$ cat src/sv32_mmu_cfg.svh
`ifndef SV32_MMU_CFG_SVH
`define SV32_MMU_CFG_SVH

// Sv32 address widths
// virtual page number, the upper 20 bits of a 32-bit virtual address
`define SV32_VPN_W 20

// physical page number as held in a PTE and in satp
`define SV32_PPN_W 22

// physical byte address, ppn plus 12-bit page offset
`define SV32_PADDR_W 34

// request queue and result queue share this depth
`define XLAT_FIFO_DEPTH 4

// page table memory, 32-bit words
// 4096 words is 16 KiB, enough for four 4 KiB tables
`define PT_MEM_WORDS 4096

// word index width into the page table memory
// byte addresses at or above 1 << (PT_MEM_AW + 2) are out of range
`define PT_MEM_AW 12

`endif
$ cat src/xlat_fifo.sv
`timescale 1ns/10ps
`include "sv32_mmu_cfg.svh"

module xlat_fifo #(
    parameter int WIDTH = 8
) (
    input  logic             clk,
    input  logic             rst_n,
    input  logic             in_valid,
    output logic             in_ready,
    input  logic [WIDTH-1:0] in_data,
    output logic             out_valid,
    input  logic             out_ready,
    output logic [WIDTH-1:0] out_data
);

    localparam int DEPTH = `XLAT_FIFO_DEPTH;
    localparam int PTR_W = (DEPTH > 1) ? $clog2(DEPTH) : 1;
    localparam int CNT_W = $clog2(DEPTH + 1);

    // circular storage, read side is combinational
    logic [WIDTH-1:0] mem [DEPTH];
    logic [PTR_W-1:0] wr_ptr;
    logic [PTR_W-1:0] rd_ptr;
    logic [CNT_W-1:0] count;
    // goes high one edge after reset is released
    logic             accept_en;
    logic             full;
    logic             push;
    logic             pop;

    assign full      = (count == CNT_W'(DEPTH));
    // a pop on the same edge frees the slot being written
    assign in_ready  = accept_en && (!full || out_ready);
    assign out_valid = (count != '0);
    assign out_data  = mem[rd_ptr];

    assign push = in_valid && in_ready;
    assign pop  = out_valid && out_ready;

    always_ff @(posedge clk) begin
        if (!rst_n) begin
            wr_ptr    <= '0;
            rd_ptr    <= '0;
            count     <= '0;
            accept_en <= 1'b0;
        end else begin
            accept_en <= 1'b1;
            // pointers wrap at DEPTH, not only at a power of two
            if (push) begin
                wr_ptr <= (wr_ptr == PTR_W'(DEPTH - 1)) ? '0 : wr_ptr + 1'b1;
            end
            if (pop) begin
                rd_ptr <= (rd_ptr == PTR_W'(DEPTH - 1)) ? '0 : rd_ptr + 1'b1;
            end
            // occupancy moves only when exactly one side fires
            case ({push, pop})
                2'b10:   count <= count + 1'b1;
                2'b01:   count <= count - 1'b1;
                default: count <= count;
            endcase
        end
    end

    // write port, data visible at out_data from the next cycle
    always_ff @(posedge clk) begin
        if (push) begin
            mem[wr_ptr] <= in_data;
        end
    end

endmodule

$ cat config.mk
export PLATFORM = sky130hd
export DESIGN_NAME = xlat_fifo
export DESIGN_NICKNAME = d
export VERILOG_FILES = /design/src/xlat_fifo.sv
export VERILOG_INCLUDE_DIRS = /design/src
export SDC_FILE = /design/constraint.sdc
export NUM_CORES = 1
export LEC_CHECK = 0
export ABC_AREA = 1
export BUFFER_PORTS_ARGS = -buffer_cell sky130_fd_sc_hd__clkbuf_2
export CAP_MARGIN = 30
export CORE_MARGIN = 4
export CORE_UTILIZATION = 43
export CTS_BUF_LIST = sky130_fd_sc_hd__clkbuf_16
export DETAILED_ROUTE_END_ITERATION = 6
export PLACE_DENSITY = 0.72
export SLEW_MARGIN = 20
export SYNTH_ARGS = -nofsm -noshare
export SYNTH_HDL_FRONTEND = slang
export SYNTH_SLANG_ARGS = --single-unit
$ cat constraint.sdc
create_clock -name clk -period 2.7 [get_ports clk]
set_clock_uncertainty 0.2 [all_clocks]
set_input_delay 0.54 -clock clk [delete_from_list [all_inputs] [get_ports clk]]
set_output_delay 0.54 -clock clk [all_outputs]
set_load 0.02 [all_outputs]
==> run_summary.xml, run 1 <==
<?xml version="1.0" encoding="UTF-8"?>
<metrics>
  <group name="finish">
    <metric name="layout.filler_cells" unit="">324</metric>
    <metric name="layout.cells.non_filler" unit="">224</metric>
    <metric name="final_design_area_no_fill" unit="µm²">2070</metric>
    <metric name="design.final.nets" unit="">194</metric>
    <metric name="drive_above_1_share" unit="%">21.6</metric>
    <metric name="diodes" unit="">0</metric>
    <metric name="areaGrowthSynthToFinish" unit="%">21.7</metric>
  </group>
  <group name="logic_synthesis">
    <metric name="synth.lib_cells_used.distinct" unit="">16</metric>
    <metric name="ys.warnings.count" unit="">0</metric>
    <metric name="yosys.cell_count.top_type" unit="">sky130_fd_sc_hd__nor2_1</metric>
    <metric name="synth-main-ff-cell" unit="">sky130_fd_sc_hd__edfxtp_1</metric>
    <metric name="synth.yosys.seq_area_share" unit="%">68.1</metric>
    <metric name="synth.top_cells.by_count" unit="">36 x sky130_fd_sc_hd__nor2_1, 32 x sky130_fd_sc_hd__edfxtp_1, 16 x sky130_fd_sc_hd__o21ai_0</metric>
    <metric name="synth_seq_cells" unit="">42</metric>
    <metric name="post-synth-top-area-fraction" unit="%">56.4</metric>
    <metric name="yosys.area.top_type" unit="">sky130_fd_sc_hd__edfxtp_1</metric>
    <metric name="async_flop_share" unit="%">0</metric>
    <metric name="post_synth.cell_area_avg" unit="µm²">11.8</metric>
    <metric name="synth_top_cells_by_area" unit="">sky130_fd_sc_hd__edfxtp_1 56%, sky130_fd_sc_hd__dfxtp_1 12%, sky130_fd_sc_hd__nor2_1 7.9%, sky130_fd_sc_hd__o21ai_0 4.7%, sky130_fd_sc_hd__ha_1 4.4%</metric>
    <metric name="synth_fp_nets" unit="">163</metric>
    <metric name="cells_after_synthesis" unit="">144</metric>
    <metric name="synth_edf_count" unit="">32</metric>
    <metric name="mappedNetlistArea" unit="µm²">1700</metric>
  </group>
  <group name="global_routing">
    <metric name="via_count_of_the_first_global_routing_pass" unit="">1114</metric>
    <metric name="globalRouteTotalUtil" unit="%">13.1</metric>
    <metric name="residual_overflow_from_global_routing" unit="">0</metric>
    <metric name="antenna_found_initial" unit="">0</metric>
    <metric name="largest_net_degree_at_the_start_of_global_routing" unit="">17</metric>
    <metric name="first_pass_grt_wire_length" unit="µm">4910</metric>
  </group>
  <group name="timing">
    <metric name="min_period_over_period" unit="%">82.8</metric>
    <metric name="period_needed" unit="ns">2.24</metric>
    <metric name="hold_slack" unit="ns">0.268</metric>
    <metric name="rsz0062_at_grt" unit="">false</metric>
    <metric name="layout_setup_ws" unit="ns">0.464</metric>
    <metric name="totalNegativeSetupSlack" unit="ns">0</metric>
    <metric name="tightestPinTransition" unit="ns">0.323</metric>
    <metric name="max_freq" unit="MHz">447</metric>
    <metric name="slew_violations" unit="">0</metric>
    <metric name="finalHoldViolations" unit="">0</metric>
    <metric name="timing.slew.headroom" unit="%">78.4</metric>
    <metric name="final-setup-viol-count" unit="">0</metric>
  </group>
  <group name="die">
    <metric name="num_rows" unit="">22</metric>
    <metric name="num_io_pins" unit="">22</metric>
    <metric name="starting_density_of_the_core" unit="%">45.5</metric>
    <metric name="floorplan.die.width" unit="µm">71.0</metric>
    <metric name="dieArea" unit="µm²">5030</metric>
    <metric name="core-area" unit="µm²">3740</metric>
    <metric name="die_height" unit="µm">71.0</metric>
  </group>
  <group name="min_path">
    <metric name="worstHoldStart" unit="">rst_n</metric>
    <metric name="worst_min_delay_path_category" unit="">in -&gt; reg</metric>
  </group>
  <group name="clock_tree">
    <metric name="clk_transition_reported_paths" unit="ns">0.06</metric>
    <metric name="cts_num_sinks" unit="">42</metric>
    <metric name="clock_tree.buffer_depth" unit="">2</metric>
    <metric name="post-cts-setup-buffers" unit="">0</metric>
    <metric name="holdBufCountCts" unit="">0</metric>
    <metric name="tritoncts.num_buffers" unit="">5</metric>
    <metric name="post_cts_resize_count" unit="">0</metric>
    <metric name="clock_latency" unit="ns">0.28</metric>
    <metric name="tritoncts" unit="">built</metric>
    <metric name="root_buffer" unit="">sky130_fd_sc_hd__clkbuf_16</metric>
    <metric name="cts_max_level" unit="">2</metric>
  </group>
  <group name="critical_path">
    <metric name="crit_path_cell_trace" unit="">inv_1 -&gt; o21ai_0 -&gt; o22ai_1 -&gt; clkbuf_2</metric>
    <metric name="timing.critical_path.slowest_stage_cell" unit="">sky130_fd_sc_hd__dfxtp_1</metric>
    <metric name="r2r-start" unit="">count[1]</metric>
    <metric name="worst-path-max-fanout" unit="">9</metric>
    <metric name="crit_arrival" unit="ns">1.50</metric>
    <metric name="worst-endpoint-required" unit="ns">1.96</metric>
    <metric name="worst_path_largest_cell_delay" unit="ns">0.40</metric>
    <metric name="critPathKind" unit="">reg -&gt; out</metric>
    <metric name="worstSetupStartpointType" unit="">flip-flop</metric>
    <metric name="worstSetupEndpointType" unit="">primary output</metric>
  </group>
  <group name="detailed_routing">
    <metric name="detail_route.wl_per_cell" unit="µm">13.1</metric>
    <metric name="dr_wl_met2" unit="µm">1490</metric>
    <metric name="first_pass_iters" unit="">4</metric>
    <metric name="drt_iter0_markers" unit="">48</metric>
    <metric name="top_layer_used" unit="">met4</metric>
    <metric name="antenna_left" unit="">0</metric>
    <metric name="drt-vias-per-instance" unit="">4.96</metric>
    <metric name="dr_drc_count" unit="">0</metric>
    <metric name="vias" unit="">1110</metric>
    <metric name="met1_length" unit="µm">1220</metric>
    <metric name="wirelength" unit="µm">2940</metric>
    <metric name="wl_met3" unit="µm">168</metric>
  </group>
  <group name="power_and_ir_drop">
    <metric name="vdd.ir_drop.worst" unit="µV">372</metric>
    <metric name="clock_power_share" unit="%">36.5</metric>
    <metric name="p_int" unit="W">0.00145</metric>
    <metric name="netSwitchingFraction" unit="%">29.6</metric>
    <metric name="power_frac_comb" unit="%">24.7</metric>
    <metric name="total_switching_power" unit="W">0.000607</metric>
    <metric name="pwrdens" unit="nW/µm²">990</metric>
    <metric name="leakagePower" unit="nW">0.827</metric>
    <metric name="power_frac_seq" unit="%">38.8</metric>
  </group>
  <group name="placed_design">
    <metric name="dp_hpwl" unit="µm">2070</metric>
    <metric name="worst_slack_placed" unit="ns">0.443</metric>
    <metric name="gp_congestion" unit="">0.745</metric>
    <metric name="dpl-instance-area" unit="µm²">1880</metric>
    <metric name="io_buffers" unit="">21</metric>
    <metric name="post-place-cells" unit="">216</metric>
  </group>
  <group name="run">
    <metric name="max-cap-violations" unit="">0</metric>
  </group>
  <group name="outcome">
    <metric name="run_status" unit="">finished, final reports clean</metric>
  </group>
</metrics>
power groups by stage:
stage          logic, W  registers (W)  clock network, W
2_1_floorplan  0.000374       0.000795                 0
3_3_place_gp   0.000489       0.000808                 0
3_5_place_dp   0.000515       0.000811                 0
4_1_cts        0.000518       0.000798          0.000762
5_1_grt        0.000574       0.000805          0.000790
6_report       0.000508       0.000796          0.000749
metrics by stage:
step	power (W)	utilization, %
2_1_floorplan	0.00117	-
3_3_place_gp	0.00130	50.3
3_5_place_dp	0.00133	50.3
4_1_cts	0.00208	55.4
5_1_grt	0.00217	55.4
6_report	0.00205	55.4
layer usage:
metal / vias up / track usage, %
met2: 23 / 22.6
li1: 554 / -
met1: 525 / 14.0
met5: - / 0
met4: 0 / 6.68
met3: 8 / 4.69
cells by family (layout without fill, tap and decap cells):
group | count (synthesis) | after routing | synth area share (%)
AND/OR/NAND/NOR | 48 | 48 | 11.4
flip-flops | 42 | 42 | 68.1
AO/OA/AOI/OAI | 31 | 31 | 10.5
buffers and inverters | 16 | 48 | 4.41
adder cells (fa/ha/maj) | 7 | 7 | 5.58
layout by cell type (no fill, tap or decap):
cell type | Yosys | routed
sky130_fd_sc_hd__a21boi_0 | 1 | 1
sky130_fd_sc_hd__nand3_4 | 1 | 1
sky130_fd_sc_hd__clkbuf_2 | 0 | 21
sky130_fd_sc_hd__buf_4 | 0 | 5
sky130_fd_sc_hd__ha_1 | 6 | 6
sky130_fd_sc_hd__o21ai_1 | 1 | 1
sky130_fd_sc_hd__o21ai_0 | 16 | 16
sky130_fd_sc_hd__bufinv_16 | 0 | 2
sky130_fd_sc_hd__dfxtp_1 | 10 | 10
sky130_fd_sc_hd__clkinv_1 | 0 | 1
sky130_fd_sc_hd__inv_2 | 1 | 1
sky130_fd_sc_hd__fa_1 | 1 | 1
sky130_fd_sc_hd__nand2_1 | 11 | 11
sky130_fd_sc_hd__clkbuf_16 | 0 | 5
sky130_fd_sc_hd__inv_1 | 13 | 13
sky130_fd_sc_hd__o21ai_2 | 3 | 3
sky130_fd_sc_hd__edfxtp_1 | 32 | 32
sky130_fd_sc_hd__o22ai_1 | 8 | 8
sky130_fd_sc_hd__nor2_1 | 36 | 36
sky130_fd_sc_hd__a21oi_1 | 2 | 2
area by class of cell:
class | count | area (µm²) | area share [%]
Clock buffer | 5 | 125 | 6.03
Clock inverter | 3 | 63.8 | 3.08
Inverter | 14 | 52.6 | 2.53
Multi-Input combinational cell | 86 | 468 | 22.6
Sequential cell | 42 | 1160 | 56.0
Tap cell | 48 | 60.1 | 2.90
Timing Repair Buffer | 26 | 143 | 6.88
state kept, by name, summed over array words and instances (netlist names), named ones only:
name / count
accept_en: 1
count: 3
mem: 32
rd_ptr: 2
wr_ptr: 2
worst max-delay path: cells and delay by family (launching register included):
family | cells | cell delay, ns
AOI/OAI and AO/OA | 2 | 0.32
buffers and inverters | 2 | 0.49
DFF | 1 | 0.40
worst paths after layout:
| path | cells past startpoint | end | slack [ns] |
|---|---|---|---|
| worst max-delay path | 4 | out_data[7] | 0.46 |
| worst min-delay path | 1 | accept_en | 0.27 |
| worst max register to register | 12 | count[2] | 0.68 |
| worst min register to register | 2 | flip-flop | 0.34 |
No activity file was read; power rests on OpenSTA's default activity.
==> inputs of run 2 (changes only) <==
--- a/config.mk
+++ b/config.mk
@@ -6,14 +6,14 @@
 export SDC_FILE = /design/constraint.sdc
 export NUM_CORES = 1
 export LEC_CHECK = 0
-export ABC_AREA = 1
+export ABC_AREA = 0
 export BUFFER_PORTS_ARGS = -buffer_cell sky130_fd_sc_hd__clkbuf_2
 export CAP_MARGIN = 30
 export CORE_MARGIN = 4
 export CORE_UTILIZATION = 43
 export CTS_BUF_LIST = sky130_fd_sc_hd__clkbuf_16
 export DETAILED_ROUTE_END_ITERATION = 6
-export PLACE_DENSITY = 0.72
+export PLACE_DENSITY = 0.75
 export SLEW_MARGIN = 20
 export SYNTH_ARGS = -nofsm -noshare
 export SYNTH_HDL_FRONTEND = slang
==> constraint.sdc (replaced) <==
create_clock -name clk -period 1.9 [get_ports clk]
set_clock_uncertainty 0.2 [all_clocks]
set_input_delay 0.38 -clock clk [delete_from_list [all_inputs] [get_ports clk]]
set_output_delay 0.38 -clock clk [all_outputs]
set_load 0.02 [all_outputs]
==> run_summary.xml, run 2 <==
<?xml version="1.0" encoding="UTF-8"?>
<metrics>
  <group name="outcome">
    <metric name="run_status" unit="">complete, but fails checks</metric>
    <metric name="failed_checks" unit="">setup timing</metric>
  </group>
  <group name="min_path">
    <metric name="worst_min_delay_path_category" unit="">in -&gt; reg</metric>
    <metric name="worstHoldStart" unit="">in_data[6]</metric>
    <metric name="hold_end" unit="">mem[0][6]</metric>
    <metric name="worst_hold_path.num_cells" unit="">1</metric>
  </group>
  <group name="timing">
    <metric name="slew_violations" unit="">0</metric>
    <metric name="timing.slew.headroom" unit="%">70.6</metric>
    <metric name="min_period_over_period" unit="%">114</metric>
    <metric name="final-setup-viol-count" unit="">11</metric>
    <metric name="layout_setup_ws" unit="ns">-0.259</metric>
    <metric name="tightestPinTransition" unit="ns">0.440</metric>
    <metric name="max_freq" unit="MHz">463</metric>
    <metric name="period_needed" unit="ns">2.16</metric>
    <metric name="finalHoldViolations" unit="">0</metric>
    <metric name="rsz0062_at_grt" unit="">true</metric>
  </group>
  <group name="critical_path">
    <metric name="critPathKind" unit="">reg -&gt; reg</metric>
    <metric name="timing.critical_path.slowest_stage_cell" unit="">sky130_fd_sc_hd__dfxtp_2</metric>
    <metric name="worst_path_largest_cell_delay" unit="ns">0.34</metric>
    <metric name="crit_arrival" unit="ns">2.16</metric>
    <metric name="worstSetupEndpointType" unit="">flip-flop</metric>
    <metric name="regToRegSetupSlack" unit="ns">-0.26</metric>
    <metric name="worstSetupStartpointType" unit="">flip-flop</metric>
    <metric name="crit_path_most_repeated_cell" unit="">sky130_fd_sc_hd__inv_2</metric>
    <metric name="r2r-start" unit="">count[0]</metric>
    <metric name="crit_family" unit="">simple AND/OR/NAND/NOR gates</metric>
    <metric name="worst-path-max-fanout" unit="">3</metric>
    <metric name="critical_path.reg2reg.endpoint" unit="">count[2]</metric>
    <metric name="reg2regPathDepth" unit="">9</metric>
    <metric name="worst-endpoint-required" unit="ns">1.90</metric>
    <metric name="worst-path-buf-inv" unit="">2</metric>
    <metric name="crit_path_cell_trace" unit="">nor4b_4 -&gt; nor2_2 -&gt; inv_2 -&gt; ha_4 -&gt; inv_2 -&gt; fa_2 -&gt; xor2_1 -&gt; or3_1 -&gt; a21boi_1</metric>
  </group>
  <group name="placed_design">
    <metric name="io_buffers" unit="">21</metric>
    <metric name="worst_slack_placed" unit="ns">-0.476</metric>
    <metric name="dp_hpwl" unit="µm">1930</metric>
    <metric name="post-place-cells" unit="">175</metric>
    <metric name="gp_congestion" unit="">0.763</metric>
    <metric name="dpl-instance-area" unit="µm²">1910</metric>
  </group>
  <group name="clock_tree">
    <metric name="clock_tree.buffer_depth" unit="">2</metric>
    <metric name="tritoncts" unit="">built</metric>
    <metric name="cts_num_sinks" unit="">42</metric>
    <metric name="cts_max_level" unit="">2</metric>
    <metric name="tritoncts.num_buffers" unit="">5</metric>
    <metric name="clock_latency" unit="ns">0.27</metric>
    <metric name="clk_transition_reported_paths" unit="ns">0.05</metric>
    <metric name="root_buffer" unit="">sky130_fd_sc_hd__clkbuf_16</metric>
  </group>
  <group name="detailed_routing">
    <metric name="drt-vias-per-instance" unit="">4.96</metric>
    <metric name="antenna_left" unit="">0</metric>
    <metric name="wirelength" unit="µm">2670</metric>
    <metric name="drt_iter0_markers" unit="">74</metric>
    <metric name="vias" unit="">913</metric>
    <metric name="detail_route.wl_per_cell" unit="µm">14.5</metric>
    <metric name="dr_drc_count" unit="">0</metric>
    <metric name="first_pass_iters" unit="">4</metric>
  </group>
  <group name="logic_synthesis">
    <metric name="mappedNetlistArea" unit="µm²">1680</metric>
    <metric name="synth_fp_nets" unit="">119</metric>
    <metric name="cells_after_synthesis" unit="">100</metric>
    <metric name="synth_edf_count" unit="">32</metric>
    <metric name="post_synth.cell_area_avg" unit="µm²">16.8</metric>
    <metric name="synth-main-ff-cell" unit="">sky130_fd_sc_hd__edfxtp_1</metric>
    <metric name="synth_seq_cells" unit="">42</metric>
    <metric name="post-synth-top-area-fraction" unit="%">57.4</metric>
    <metric name="synth.yosys.seq_area_share" unit="%">69.3</metric>
    <metric name="synth.lib_cells_used.distinct" unit="">23</metric>
    <metric name="synth.top_cells.by_count" unit="">32 x sky130_fd_sc_hd__edfxtp_1, 10 x sky130_fd_sc_hd__dfxtp_1, 8 x sky130_fd_sc_hd__mux4_2, 8 x sky130_fd_sc_hd__nand2_1, 7 x sky130_fd_sc_hd__inv_1</metric>
    <metric name="async_flop_share" unit="%">0</metric>
    <metric name="yosys.cell_count.top_type" unit="">sky130_fd_sc_hd__edfxtp_1</metric>
    <metric name="yosys.area.top_type" unit="">sky130_fd_sc_hd__edfxtp_1</metric>
    <metric name="ys.warnings.count" unit="">0</metric>
    <metric name="synth_top_cells_by_area" unit="">sky130_fd_sc_hd__edfxtp_1 57%, sky130_fd_sc_hd__dfxtp_1 12%, sky130_fd_sc_hd__mux4_2 11%, sky130_fd_sc_hd__ha_1 4.5%, sky130_fd_sc_hd__and2_1 2.2%</metric>
  </group>
  <group name="finish">
    <metric name="layout.filler_cells" unit="">317</metric>
    <metric name="areaGrowthSynthToFinish" unit="%">28.3</metric>
    <metric name="drive_above_1_share" unit="%">41.9</metric>
    <metric name="multiInputGateArea" unit="µm²">513</metric>
    <metric name="most_common_cell_after_layout_fill_and_taps_aside" unit="">sky130_fd_sc_hd__edfxtp_1</metric>
    <metric name="layout.cells.non_filler" unit="">184</metric>
    <metric name="final_design_area_no_fill" unit="µm²">2150</metric>
    <metric name="ff_latch_area" unit="µm²">1160</metric>
    <metric name="flip_flop_count_of_the_largest_register_after_layout" unit="">32</metric>
    <metric name="registers_with_the_most_flip_flops" unit="">mem: 32 flops, count: 3 flops</metric>
    <metric name="largest_register_by_flop_count" unit="">mem</metric>
    <metric name="layout.cells.most_common_list" unit="">32 x sky130_fd_sc_hd__edfxtp_1, 12 x sky130_fd_sc_hd__clkbuf_2, 10 x sky130_fd_sc_hd__buf_6</metric>
    <metric name="diodes" unit="">0</metric>
    <metric name="design.final.nets" unit="">154</metric>
  </group>
  <group name="power_and_ir_drop">
    <metric name="leakagePower" unit="nW">0.787</metric>
    <metric name="vdd.ir_drop.worst" unit="µV">703</metric>
    <metric name="pwrdens" unit="nW/µm²">1280</metric>
    <metric name="design_power_total" unit="W">0.00275</metric>
  </group>
  <group name="global_routing">
    <metric name="via_count_of_the_first_global_routing_pass" unit="">963</metric>
    <metric name="largest_net_degree_at_the_start_of_global_routing" unit="">13</metric>
    <metric name="antenna_found_initial" unit="">0</metric>
    <metric name="residual_overflow_from_global_routing" unit="">0</metric>
    <metric name="globalRouteTotalUtil" unit="%">12.0</metric>
    <metric name="first_pass_grt_wire_length" unit="µm">4360</metric>
  </group>
  <group name="die">
    <metric name="starting_density_of_the_core" unit="%">45.1</metric>
    <metric name="floorplan.die.width" unit="µm">70.4</metric>
    <metric name="die_height" unit="µm">70.4</metric>
    <metric name="core-area" unit="µm²">3720</metric>
    <metric name="num_rows" unit="">22</metric>
    <metric name="num_io_pins" unit="">22</metric>
    <metric name="dieArea" unit="µm²">4960</metric>
  </group>
  <group name="run">
    <metric name="max-cap-violations" unit="">0</metric>
  </group>
</metrics>
-- run 2: worst max-delay path by stage --
stage | slack [ns] | depth (start not counted) | to | start
after global placement | -0.34 | 10 | count[2] | out_ready
after detailed placement | -0.48 | 10 | count[2] | out_ready
after CTS | -0.33 | 9 | count[2] | count[0]
after floorplan | -0.26 | 9 | count[2] | out_ready
after global routing | -0.37 | 9 | count[2] | count[0]
final | -0.26 | 9 | count[2] | count[0]
-- run 2: power breakdown --
group / total (W) / switching [W] / internal, W
clock: 0.000763 / 0.000290 / 0.000473
combinational: 0.000845 / 0.000376 / 0.000469
sequential: 0.00114 / 0.0000709 / 0.00107
total: 0.00275 / 0.000737 / 0.00201
-- run 2: timing repair --
item,in CTS,in global routing
buffers inserted,0,1
endpoints found under the setup margin,12,12
hold buffers,0,0
pin swaps,1,2
gates cloned,0,0
resized for setup,7,30
-- run 2: layer usage --
layer	vias up	GRT usage [%]	share of wire, %
li1	437	-	-
met1	443	12.5	39
met2	23	20.8	53
met3	10	3.88	5.9
met4	0	7.23	2.9
met5	-	0	0
-- run 2: cell type report --
cell class	instances	share of cell area (%)
Sequential cell	42	54.2
Multi-Input combinational cell	48	23.9
Timing Repair Buffer	31	11.5
Inverter	7	1.22
Tap cell	48	2.79
Clock buffer	5	5.82
Clock inverter	3	0.582
-- run 2: cell families after synthesis --
logic type | share of synthesized area (%)
flip-flops | 69.3
AND/OR/NAND/NOR | 7.62
buffers and inverters | 2.32
multiplexers | 11.9
adder cells (fa/ha/maj) | 5.68
AO/OA/AOI/OAI | 2.09
XOR/XNOR | 1.05
-- run 2: stage by stage --
stage / hold WS, ns / setup TNS, ns / util (%)
after floorplan: 0.208 / -0.389 / -
after global placement: 0.278 / -0.537 / 51.4
after detailed placement: 0.297 / -0.776 / 51.4
after CTS: 0.122 / -1.28 / 55.7
after global routing: 0.122 / -1.53 / 57.8
final: 0.127 / -0.944 / 57.8
