**src/sv32_mmu_cfg.svh**
```systemverilog
`ifndef SV32_MMU_CFG_SVH
`define SV32_MMU_CFG_SVH

// Sv32 address widths
// virtual page number, the upper 20 bits of a 32-bit virtual address
`define SV32_VPN_W 20

// physical page number as held in a PTE and in satp
`define SV32_PPN_W 22

// physical byte address, ppn plus 12-bit page offset
`define SV32_PADDR_W 34

// request queue and result queue share this depth
`define XLAT_FIFO_DEPTH 4

// page table memory, 32-bit words
// 4096 words is 16 KiB, enough for four 4 KiB tables
`define PT_MEM_WORDS 4096

// word index width into the page table memory
// byte addresses at or above 1 << (PT_MEM_AW + 2) are out of range
`define PT_MEM_AW 12

`endif
```
**src/axi_rd_pkg.sv**
```systemverilog
package axi_rd_pkg;

    // width of the response field on the R channel
    localparam int AXI_RESP_W = 2;

    // read data width, one PTE per beat
    localparam int AXI_DATA_W = 32;

    // standard AXI response codes
    // only OKAY and SLVERR come out of the page table memory
    typedef enum logic [AXI_RESP_W-1:0] {
        OKAY   = 2'd0,
        EXOKAY = 2'd1,
        SLVERR = 2'd2,
        DECERR = 2'd3
    } axi_resp_e;

endpackage

```
**src/sv32_pkg.sv**
```systemverilog
package sv32_pkg;

    // bit positions inside a 32-bit Sv32 PTE
    // ppn sits in [31:10], rsw in [9:8], flags below
    typedef enum logic [2:0] {
        PTE_V = 3'd0,
        PTE_R = 3'd1,
        PTE_W = 3'd2,
        PTE_X = 3'd3,
        PTE_U = 3'd4,
        PTE_G = 3'd5,
        PTE_A = 3'd6,
        PTE_D = 3'd7
    } pte_bit_e;

    // walker FSM states
    // ST_AR issues the PTE read, ST_R waits for data,
    // ST_WALK classifies the PTE, ST_RESP offers the result
    typedef enum logic [2:0] {
        ST_IDLE = 3'd0,
        ST_AR   = 3'd1,
        ST_R    = 3'd2,
        ST_WALK = 3'd3,
        ST_RESP = 3'd4
    } walk_state_e;

    // translation outcome carried in the top bits of a result word
    typedef enum logic [1:0] {
        FAULT_NONE   = 2'd0,
        FAULT_PAGE   = 2'd1,
        FAULT_ACCESS = 2'd2
    } xlat_fault_e;

    // result word layout
    //   [31:30] fault code
    //   [29:22] PTE flag byte, zero on a fault
    //   [21:0]  physical page number, zero on a fault
    localparam int XLAT_RES_W = 32;

endpackage

```
**src/sv32_ptw.sv**
```systemverilog
`timescale 1ns/10ps
`include "sv32_mmu_cfg.svh"

module sv32_ptw (
    input  logic                              clk,
    input  logic                              rst_n,
    input  logic                              req_valid,
    output logic                              req_ready,
    input  logic [`SV32_VPN_W-1:0]            req_vpn,
    input  logic [`SV32_PPN_W-1:0]            satp_ppn,
    output logic                              axi_arvalid,
    input  logic                              axi_arready,
    output logic [`SV32_PADDR_W-1:0]          axi_araddr,
    input  logic                              axi_rvalid,
    output logic                              axi_rready,
    input  axi_rd_pkg::axi_resp_e             axi_rresp,
    input  logic [axi_rd_pkg::AXI_DATA_W-1:0] axi_rdata,
    output logic                              res_valid,
    input  logic                              res_ready,
    output logic [sv32_pkg::XLAT_RES_W-1:0]   res_data
);

    import sv32_pkg::*;
    import axi_rd_pkg::*;

    // control state
    walk_state_e state;
    // 1 while reading the root table, 0 for the leaf table
    logic        level;
    // latched rresp != OKAY of the last PTE read
    logic        bus_err;

    // walk payload
    logic [`SV32_PPN_W-1:0] table_base;
    logic [`SV32_VPN_W-1:0] saved_vpn;
    logic [AXI_DATA_W-1:0]  saved_pte;

    // decode of the saved PTE
    logic [9:0]             vpn_slice;
    logic                   pte_invalid;
    logic                   pte_leaf;
    logic                   pte_misaligned;
    logic                   walk_next;
    xlat_fault_e            fault;
    logic [`SV32_PPN_W-1:0] res_ppn;
    logic [7:0]             res_meta;

    // vpn[1] indexes the root table, vpn[0] the leaf table
    assign vpn_slice  = level ? saved_vpn[19:10] : saved_vpn[9:0];
    // each PTE is 4 bytes
    assign axi_araddr = {table_base, vpn_slice, 2'b00};

    // W without R is a reserved encoding
    assign pte_invalid    = !saved_pte[PTE_V] || (saved_pte[PTE_W] && !saved_pte[PTE_R]);
    assign pte_leaf       = saved_pte[PTE_R] || saved_pte[PTE_X];
    // a megapage must be aligned to 4 MiB, so ppn[9:0] must be zero
    assign pte_misaligned = level && (saved_pte[19:10] != 10'd0);

    // classification, priority as listed in the Sv32 walk algorithm
    always_comb begin
        fault     = FAULT_NONE;
        walk_next = 1'b0;
        if (bus_err) begin
            fault = FAULT_ACCESS;
        end else if (pte_invalid) begin
            fault = FAULT_PAGE;
        end else if (pte_leaf) begin
            if (pte_misaligned) begin
                fault = FAULT_PAGE;
            end
        end else if (level) begin
            // valid pointer in the root table, descend
            walk_next = 1'b1;
        end else begin
            // pointer where a leaf is required
            fault = FAULT_PAGE;
        end
    end

    // megapage keeps the low vpn bits as ppn[9:0]
    always_comb begin
        if (fault != FAULT_NONE) begin
            res_ppn  = '0;
            res_meta = '0;
        end else begin
            res_ppn  = level ? {saved_pte[31:20], saved_vpn[9:0]} : saved_pte[31:10];
            res_meta = saved_pte[7:0];
        end
    end

    // decode stays stable through RESP since nothing is captured there
    assign res_data = {fault, res_meta, res_ppn};

    // handshake outputs straight from the state register
    assign req_ready   = (state == ST_IDLE);
    assign axi_arvalid = (state == ST_AR);
    assign axi_rready  = (state == ST_R);
    assign res_valid   = (state == ST_RESP);

    always_ff @(posedge clk) begin
        if (!rst_n) begin
            state   <= ST_IDLE;
            level   <= 1'b1;
            bus_err <= 1'b0;
        end else begin
            case (state)
                ST_IDLE: begin
                    if (req_valid) begin
                        level <= 1'b1;
                        state <= ST_AR;
                    end
                end
                ST_AR: begin
                    if (axi_arready) begin
                        state <= ST_R;
                    end
                end
                ST_R: begin
                    if (axi_rvalid) begin
                        bus_err <= (axi_rresp != OKAY);
                        state   <= ST_WALK;
                    end
                end
                ST_WALK: begin
                    if (walk_next) begin
                        level <= 1'b0;
                        state <= ST_AR;
                    end else begin
                        state <= ST_RESP;
                    end
                end
                ST_RESP: begin
                    // hold until the result queue takes it
                    if (res_ready) begin
                        state <= ST_IDLE;
                    end
                end
                default: state <= ST_IDLE;
            endcase
        end
    end

    always_ff @(posedge clk) begin
        // start of a walk, root table from satp
        if (state == ST_IDLE && req_valid) begin
            saved_vpn  <= req_vpn;
            table_base <= satp_ppn;
        end
        if (state == ST_R && axi_rvalid) begin
            saved_pte <= axi_rdata;
        end
        // next level table base is the pointer's ppn
        if (state == ST_WALK && walk_next) begin
            table_base <= saved_pte[31:10];
        end
    end

endmodule

```
**config.mk**
```make
export PLATFORM = sky130hd
export DESIGN_NAME = sv32_ptw
export DESIGN_NICKNAME = d
export VERILOG_FILES = /design/src/axi_rd_pkg.sv /design/src/sv32_pkg.sv /design/src/sv32_ptw.sv
export VERILOG_INCLUDE_DIRS = /design/src
export SDC_FILE = /design/constraint.sdc
export NUM_CORES = 1
export LEC_CHECK = 0
export ABC_AREA = 1
export BUFFER_PORTS_ARGS = -buffer_cell sky130_fd_sc_hd__clkbuf_2
export CORE_MARGIN = 8
export CORE_UTILIZATION = 49
export CTS_BUF_LIST = sky130_fd_sc_hd__clkbuf_4 sky130_fd_sc_hd__clkbuf_8
export DETAILED_ROUTE_END_ITERATION = 8
export GPL_TIMING_DRIVEN = 0
export PLACE_DENSITY = 0.83
export SLEW_MARGIN = 10
export SYNTH_ARGS = -nofsm -noshare
export SYNTH_HDL_FRONTEND = slang
export SYNTH_SLANG_ARGS = --single-unit
export TNS_END_PERCENT = 100
```
**constraint.sdc**
```tcl
create_clock -name clk -period 3.8 [get_ports clk]
set_input_delay 0.76 -clock clk [delete_from_list [all_inputs] [get_ports clk]]
set_output_delay 0.76 -clock clk [all_outputs]
set_load 0.01 [all_outputs]
```
==> impl_metrics.ini, run 1 <==
[route]
dr_total_vias = 2670
viasPerCell = 4.85
firstDrtPassIters = 4
post_drt_wl_per_cell_um = 15.7
drc_errors = 0
ant_nets = 0
routed_wl_um = 8660
drt_iter0_markers = 100

[floorplan]
dieArea_mm2 = 0.00975
core_mm2 = 0.00672
initial_utilization_pct = 49.9
io_pins = 152
die_x_um = 98.8
fp.dieH_um = 98.8
fp-row-count = 30

[sta]
setup-tns-final_ns = 0
fin_hold_ws_ns = 0.587
tightest_slew_ns = 0.949
final_hold_viol_count = 0
period_share_pct = 69.7
max-slew-margin-rel_pct = 36.6
setup_viol = 0
setup_ws_ns = 1.15
rsz0062_at_grt = no
slew_viol_final = 0
period_minus_slack_ns = 2.65
finalClockSkew_ns = 0.0127
clock.fmax_mhz = 378

[cts]
post_cts_buffers = 0
clockBufferDepth = 2
cts_buffers = 9
cts.htree.levels = 3
postCtsHoldBufs = 0
cts_tree = yes
clkTransAtPathRegs_ns = 0.08
cts_resized = 0
cts.root.buffer_cell = clkbuf_8
clk_latency_ns = 0.34
clock_sinks = 77

[layout]
final_nets = 547
ff_latch_area_mm2 = 0.00226
post-route-util_pct = 66.7
syn2layout_area_growth_pct = 33.5
multiInputGateArea_um2 = 850
antenna_cells = 0
drive_gt1_share_pct = 43.4
fillers = 514
final_common_cell = clkbuf_2
most-common-layout-cells = clkbuf_2, edfxtp_1, nand2_1

[job]
maxCapViolCount = 0

[logic_synthesis]
synth-seq-cells = 77
synth_top_cell_by_area = edfxtp_1
syn_inst = 303
synth_top_area_share_pct = 64.4
ys_warn_count = 0
avgSynthCellArea_um2 = 11.1
synth_area_mm2 = 0.00336
yosys.cell_types.count = 25
synth_seq_area_share_pct = 67.4
synth.area.top_cells = edfxtp_1, nand2_1, o21ai_2

[global_routing]
antenna_found_initial = 0
grt_max_degree = 23
first_global_vias = 2857
grt_first_pass_wirelength_um = 13500
grt_usage_pct = 17.6
grt_overflow_total = 0

[worst_setup_path]
cp-start-kind = flop
critical_path_class = reg -> out
arrival_ns = 1.89
slowest_delay_ns = 0.37
path_buf_inv = 3
critPathMaxFanout = 10
cp_top_family = simple AND/OR/NAND/NOR gates
cp_data_required_time_ns = 3.04
end_kind = output port
cp_slowest_cell = edfxtp_1
crit_chain = inv_1 -> nand3_1 -> nor2_1 -> nand2_1 -> nand3b_1 -> nand3b_1 -> buf_2 -> nor2_1 -> clkbuf_2

[power]
peakVddDrop_mv = 0.385
powerDensity_mw_per_mm2 = 498
p_leak_nw = 2.20

[placement]
gp_congestion = 0.801
dp_hpwl_um = 6810
preCtsSetupSlack_ns = 1.50
io_buffers = 147

[run_status]
status = complete, no violations

[hold_path]
hp-class = in -> reg
## registers in the layout, indices dropped and copies added (netlist names)
name / cells
level: 1
state: 3
bus_err: 1
table_base: 22
saved_vpn: 20
saved_pte: 30
## power breakdown
group	switching (mW)	internal (mW)
clock network	0.287	0.438
registers	0.0455	1.07
logic	0.247	0.148
## cell families (layout without fill, tap and decap cells)
family | count (synthesis) | after routing | share of synthesized area, %
AO/OA/AOI/OAI | 36 | 36 | 7.68
buffers and inverters | 56 | 222 | 7.72
flip-flops | 77 | 77 | 67.4
multiplexers | 2 | 2 | 0.597
other | 1 | 2 | 0.112
AND/OR/NAND/NOR | 131 | 131 | 16.5
## worst register-to-register path: stages (launching register included)
cell      delay (ns)
edfxtp_1        0.38
nor2_1          0.17
nand2_1         0.08
nor2_1          0.20
nand2_4         0.14
buf_6           0.18
nand2_1         0.70
## layer usage
layer	track usage, %	up-vias	routed length [um]
met1	18.6	1214	3450
met2	31.1	123	4390
met4	6.85	0	140
li1	-	1316	-
met3	6.13	17	669
met5	0	-	0
## area by class of cell
class	count	area share (%)
multi-input combinational	171	19.0
buffer	14	2.26
timing repair buffer	150	17.3
tap	80	2.23
clock inverter	6	2.26
inverter	42	3.52
clock buffer	10	2.93
sequential	77	50.5
## through the flow
step,std cells,power (mW),area (um^2)
6_report,550,2.23,4480
5_1_grt,550,2.32,4480
3_5_place_dp,534,1.53,4250
4_1_cts,550,2.24,4480
3_3_place_gp,531,1.49,4200
2_1_floorplan,304,1.33,3360
## cells in the mapped netlist (all sizes together)
library cell,number
edfxtp,72
nand2,70
nor2,45
inv,42
o21ai,23
buf,13
a21oi,12
dfxtp,5
nand3,5
nor3,5
nand3b,3
mux2i,2
nand4,2
clkbuf,1
conb,1
nor4,1
o211ai,1
## final timing paths
| kind | depth (start not counted) | to | from | slack, ns |
|---|---|---|---|---|
| max | 9 | res_data[1] | saved_pte[15] | 1.15 |
| min | 1 | saved_pte[28] | axi_rdata[28] | 0.59 |
| max reg2reg | 6 | table_base[18] | saved_pte[1] | 1.56 |
| min reg2reg | 2 | level | level | 0.59 |
(Power assumes the default switching activity.)
==> run 2: changes to the inputs <==
--- a/config.mk
+++ b/config.mk
@@ -6,14 +6,14 @@
 export SDC_FILE = /design/constraint.sdc
 export NUM_CORES = 1
 export LEC_CHECK = 0
-export ABC_AREA = 1
+export ABC_AREA = 0
 export BUFFER_PORTS_ARGS = -buffer_cell sky130_fd_sc_hd__clkbuf_2
 export CORE_MARGIN = 8
 export CORE_UTILIZATION = 49
 export CTS_BUF_LIST = sky130_fd_sc_hd__clkbuf_4 sky130_fd_sc_hd__clkbuf_8
 export DETAILED_ROUTE_END_ITERATION = 8
 export GPL_TIMING_DRIVEN = 0
-export PLACE_DENSITY = 0.83
+export PLACE_DENSITY = 0.82
 export SLEW_MARGIN = 10
 export SYNTH_ARGS = -nofsm -noshare
 export SYNTH_HDL_FRONTEND = slang
==> constraint.sdc (replaced) <==
create_clock -name clk -period 2.5 [get_ports clk]
set_input_delay 0.5 -clock clk [delete_from_list [all_inputs] [get_ports clk]]
set_output_delay 0.5 -clock clk [all_outputs]
set_load 0.01 [all_outputs]
==> run 2 against run 1 <==
Compared with the run above: the run now ends with negative setup slack left; global-route usage increased by 1.0 points; first-iteration DRC count decreased by 17%; register-to-register slack got worse by 1.2 ns; flip-flop and latch count unchanged; cell area increased by 8.0%; largest cell class unchanged; largest power group unchanged; highest routed layer unchanged.
==> impl_metrics.ini, run 2 <==
[run_status]
status = complete, but fails checks
failed_checks = negative setup slack

[layout]
final_common_cell = clkbuf_2
ff_latch_area_mm2 = 0.00226
antenna_cells = 0
top_regs = saved_pte (30), table_base (22), saved_vpn (20)
multiInputGateArea_mm2 = 0.00125
fillers = 525
largest_reg_flops = 30
most-common-layout-cells = clkbuf_2, edfxtp_1, buf_2
syn2layout_area_growth_pct = 39.7
final_nets = 459
layout.cells.non_filler = 478
drive_gt1_share_pct = 67.3
max_flop_register = saved_pte

[floorplan]
io_pins = 152
fp.dieH_um = 100
die_x_um = 100
initial_utilization_pct = 50.7
dieArea_mm2 = 0.0100
fp-row-count = 30
core_mm2 = 0.00683

[route]
firstDrtPassIters = 4
dr_total_vias = 2424
ant_nets = 0
post_drt_wl_per_cell_um = 19.8
viasPerCell = 5.07
drc_errors = 0
drt_iter0_markers = 83
routed_wl_um = 9460

[logic_synthesis]
synth_top_cell_by_area = edfxtp_1
synth_fa_ha_area_share_pct = 0
yosys.cell_types.count = 38
synth_ff_type = edfxtp_1
synth_top_family_by_area = multiplexers
synthMuxAreaShare_pct = 15.6
synth_top_area_share_pct = 62.4
synthXorXnorAreaFrac_pct = 0
synth-seq-cells = 77
synth-compound-area-share_pct = 3.11
avgSynthCellArea_um2 = 16.4
synth.most_common_cell = edfxtp_1
syn_inst = 211
synth_area_mm2 = 0.00346
ys_warn_count = 0
ys_top_cells_by_count = edfxtp_1, nor3b_1, mux2_4
synth.area.top_cells = edfxtp_1, mux2_4, mux2_2
synth_edf_count = 72
synth_seq_area_share_pct = 65.3
synthSimpleGateAreaFrac_pct = 12.5
async_flop_share_pct = 0

[sta]
setup_ws_ns = -0.0617
slew_viol_final = 0
period_share_pct = 102
period_minus_slack_ns = 2.56
clock.fmax_mhz = 390
tightest_slew_ns = 0.890
max-slew-margin-rel_pct = 40.7
finalClockSkew_ns = 0.0100
rsz0062_at_grt = yes
setup_viol = 10
final_hold_viol_count = 0

[placement]
gp_congestion = 0.742
dp_hpwl_um = 6730
dpl.cell_count = 455
io_buffers = 147

[worst_setup_path]
critical_path_class = reg -> out
r2r_end = saved_vpn[13]
worstReg2RegStart = state[1]
end_kind = output port
crit_chain = nor4_4 -> a311oi_2 -> buf_4 -> clkbuf_16 -> nor3b_2 -> buf_2
cp-start-kind = flop
cp_data_required_time_ns = 2.00
cp_slowest_cell = edfxtp_1
regToRegSetupSlack_ns = 0.32
slowest_delay_ns = 0.46
arrival_ns = 2.06
critPathMaxFanout = 5
reg2reg_depth = 3

[global_routing]
grt_overflow_total = 0
grt_busiest_layer = met2
grt_usage_pct = 18.6
use_met2_pct = 33.2
antenna_found_initial = 0
first_global_vias = 2625
grt_max_degree = 33
use_met1_pct = 20.5
grt_first_pass_wirelength_um = 14000
grt_util_met3_pct = 4.64

[hold_path]
hp-class = in -> reg
hold-path-cell-count = 1
hold_end = saved_vpn[8]
hold_path_startpoint = req_vpn[8]

[power]
p_leak_nw = 2.16
power_mw = 2.92
peakVddDrop_mv = 0.385
powerDensity_mw_per_mm2 = 604

[job]
maxCapViolCount = 0

[cts]
cts_buffers = 9
postCtsHoldBufs = 0
clock_sinks = 77
cts.root.buffer_cell = clkbuf_8
clockBufferDepth = 2
clkTransAtPathRegs_ns = 0.08
clk_latency_ns = 0.35
cts.htree.levels = 3
cts_tree = yes
==> run 2: cell families after synthesis <==
| kind of cell | count (synthesis) |
|---|---|
| flip-flops | 77 |
| AND/OR/NAND/NOR | 57 |
| multiplexers | 43 |
| buffers and inverters | 19 |
| AO/OA/AOI/OAI | 14 |
| other | 1 |
==> run 2: timing repair <==
action                     CTS  global route
gates cloned                 3             0
buffers inserted             5             0
resized for setup           42            32
pin swaps                   28             2
setup endpoints to repair   29            32
==> run 2: metrics by stage <==
step                      util, %  setup WS (ns)  TNS, ns  cell area, um^2  hold slack, ns
after floorplan                 -          0.494        0             3470           0.500
after global placement       63.3          0.106        0             4320           0.542
after CTS                    70.4        -0.0605   -0.577             4810           0.304
after global routing         70.8         -0.126    -1.72             4840           0.302
after detailed placement     63.3          0.106        0             4320           0.555
final                        70.8        -0.0617   -0.211             4840           0.317
==> run 2: per-layer routing <==
layer	vias to the layer above	share of wire, %
met4	0	2.1
met3	15	6.5
li1	1140	-
met1	1181	38
met2	88	53
met5	-	0
==> run 2: final cells by class <==
class,instances,share of cell area [%]
buffer,16,3.15
clock buffer,10,2.72
clock inverter,6,1.29
inverter,3,0.233
multi-input combinational,116,25.9
sequential,77,46.8
tap,96,2.48
timing repair buffer,154,17.5
==> run 2: worst max-delay path: cells and delay by family, from the launching register on <==
kind | cells | cell delay, ns
AND/OR/NAND/NOR | 2 | 0.55
buffers and inverters | 3 | 0.52
flip-flops | 1 | 0.46
AO/OA/AOI/OAI | 1 | 0.18
==> run 2: power by group <==
part	leakage (nW)	internal, mW	switching [mW]
clock	0.0937	0.471	0.469
combinational	1.36	0.188	0.229
sequential	0.712	1.53	0.0346
==> run 2: how the worst max path moves through the flow <==
stage             startpoint             end  slack [ns]  depth (start not counted)
2_1_floorplan      req_valid   table_base[0]        0.49                          2
3_3_place_gp       req_valid  table_base[14]        0.11                          3
3_5_place_dp       req_valid   table_base[7]        0.11                          3
4_1_cts        saved_pte[19]    res_data[12]       -0.06                          6
5_1_grt        saved_pte[19]    res_data[12]       -0.13                          6
6_report       saved_pte[17]    res_data[12]       -0.06                          6
==> run 3: changes to the inputs <==
--- a/config.mk
+++ b/config.mk
@@ -12,7 +12,6 @@
 export CORE_UTILIZATION = 49
 export CTS_BUF_LIST = sky130_fd_sc_hd__clkbuf_4 sky130_fd_sc_hd__clkbuf_8
 export DETAILED_ROUTE_END_ITERATION = 8
-export GPL_TIMING_DRIVEN = 0
 export PLACE_DENSITY = 0.82
 export SLEW_MARGIN = 10
 export SYNTH_ARGS = -nofsm -noshare
==> run 3 against run 2 <==
Compared with the run above: the flow now finishes without violations; critical path depth unchanged; clock-buffer cell count down 1; final cell count down 2.3%; die area unchanged; power down 2.4%; core utilization down 3.6 points; routed wire length down 9.4%; hold slack better by 0.011 ns; via count down 3.8%; critical path type unchanged; largest power group unchanged.
==> impl_metrics.ini, run 3 (same netlist as run 2, synthesis figures left out) <==
[run_status]
status = complete, no violations

[floorplan]
initial_utilization_pct = 50.7
io_pins = 152
core_mm2 = 0.00683
fp-row-count = 30
die_x_um = 100
fp.dieH_um = 100
dieArea_mm2 = 0.0100

[route]
viasPerCell = 5.00
ant_nets = 0
dr_total_vias = 2333
drc_errors = 0
routed_wl_um = 8560
post_drt_wl_per_cell_um = 18.3
drt_iter0_markers = 39
firstDrtPassIters = 4

[sta]
setup-tns-final_ns = 0
setup_viol = 0
period_minus_slack_ns = 2.42
setup_ws_ns = 0.0759
final_hold_viol_count = 0
slew_viol_final = 0
finalClockSkew_ns = 0.0124
clock.fmax_mhz = 413
fin_hold_ws_ns = 0.327
rsz0062_at_grt = yes
period_share_pct = 97.0

[worst_setup_path]
worstReg2RegStart = saved_pte[1]
reg2reg_depth = 4
cp-startpoint = saved_pte[19]
cp-start-kind = flop
slowest_delay_ns = 0.43
critPathMaxFanout = 21
crit_chain = nor4_2 -> buf_4 -> a311oi_4 -> buf_8 -> nor3b_1 -> clkbuf_2
path_buf_inv = 3
r2r_end = table_base[14]
cp_slowest_cell = edfxtp_1
critical_path_class = reg -> out
cp_data_required_time_ns = 2.00
arrival_ns = 1.92
cp_num_cells = 6
setup.worst_path.end = res_data[20]
regToRegSetupSlack_ns = 0.52
end_kind = output port
cp_top_family = buffers and inverters

[cts]
postCtsHoldBufs = 0
clk_latency_ns = 0.34
clock_sinks = 77
clkTransAtPathRegs_ns = 0.08
cts_tree = yes
cts_buffers = 9
cts.root.buffer_cell = clkbuf_8
clockBufferDepth = 2
cts.htree.levels = 3

[layout]
antenna_cells = 0
drive_gt1_share_pct = 63.3
multiInputGateArea_mm2 = 0.00116
final_common_cell = clkbuf_2
top_regs = saved_pte (30), table_base (22), saved_vpn (20)
post-route-util_pct = 67.3
fillers = 515
max_flop_register = saved_pte
largest_reg_flops = 30
fin_area_mm2 = 0.00459
final_nets = 449
syn2layout_area_growth_pct = 32.6
layout.cells.non_filler = 467
most-common-layout-cells = clkbuf_2, edfxtp_1, mux2_4
ff_latch_area_mm2 = 0.00226

[placement]
dp_hpwl_um = 6350
dpl.cell_count = 449
gp_congestion = 0.738
place_area_mm2 = 0.00432
preCtsSetupSlack_ns = 0.342
io_buffers = 147

[power]
peakVddDrop_mv = 0.382
powerDensity_mw_per_mm2 = 621
power_mw = 2.85
p_leak_nw = 2.02

[global_routing]
grt_overflow_total = 0
grt_first_pass_wirelength_um = 12800
grt_usage_pct = 16.8
first_global_vias = 2487
antenna_found_initial = 0
grt_max_degree = 33

[hold_path]
hp-class = in -> reg

[job]
maxCapViolCount = 0
-- run 3: power breakdown --
| group | total, mW | switching [mW] | internal, mW |
|---|---|---|---|
| Sequential | 1.58 | 0.0442 | 1.53 |
| Combinational | 0.373 | 0.201 | 0.173 |
| Clock | 0.904 | 0.450 | 0.454 |
| Total | 2.85 | 0.695 | 2.16 |
-- run 3: worst min-delay path by stage --
stage	start	end	depth (start not counted)
after global placement	bus_err	bus_err	1
final	req_vpn[11]	saved_vpn[11]	1
after global routing	axi_rdata[3]	saved_pte[3]	1
after detailed placement	bus_err	bus_err	1
after CTS	req_vpn[11]	saved_vpn[11]	1
after floorplan	bus_err	bus_err	1
-- run 3: area by class of cell --
class | instances | share of cell area [%]
inverters | 3 | 0.245
clock buffers | 9 | 2.70
clock inverters | 6 | 1.36
well taps | 96 | 2.61
multi-input cells | 116 | 25.3
repair buffers | 160 | 18.6
flip-flops and latches | 77 | 49.2
-- run 3: per-layer routing --
layer  GRT usage [%]  part of all wire [%]
met3            3.94                   5.8
met2            29.1                    52
met1            19.0                    40
met5               0                     0
met4            8.49                   2.7
-- run 3: worst register-to-register path: cells and delay by family (launching register included) --
family | cells | cell delay, ns
buffers and inverters | 1 | 0.29
DFF | 1 | 0.45
muxes | 1 | 0.30
and+or+nand+nor | 2 | 0.69
-- run 3: repair_timing --
| item | in CTS | in global routing |
|---|---|---|
| pin swaps | 0 | 2 |
| setup buffers | 0 | 3 |
| gates resized for setup | 2 | 11 |
| setup endpoints to repair | 13 | 17 |
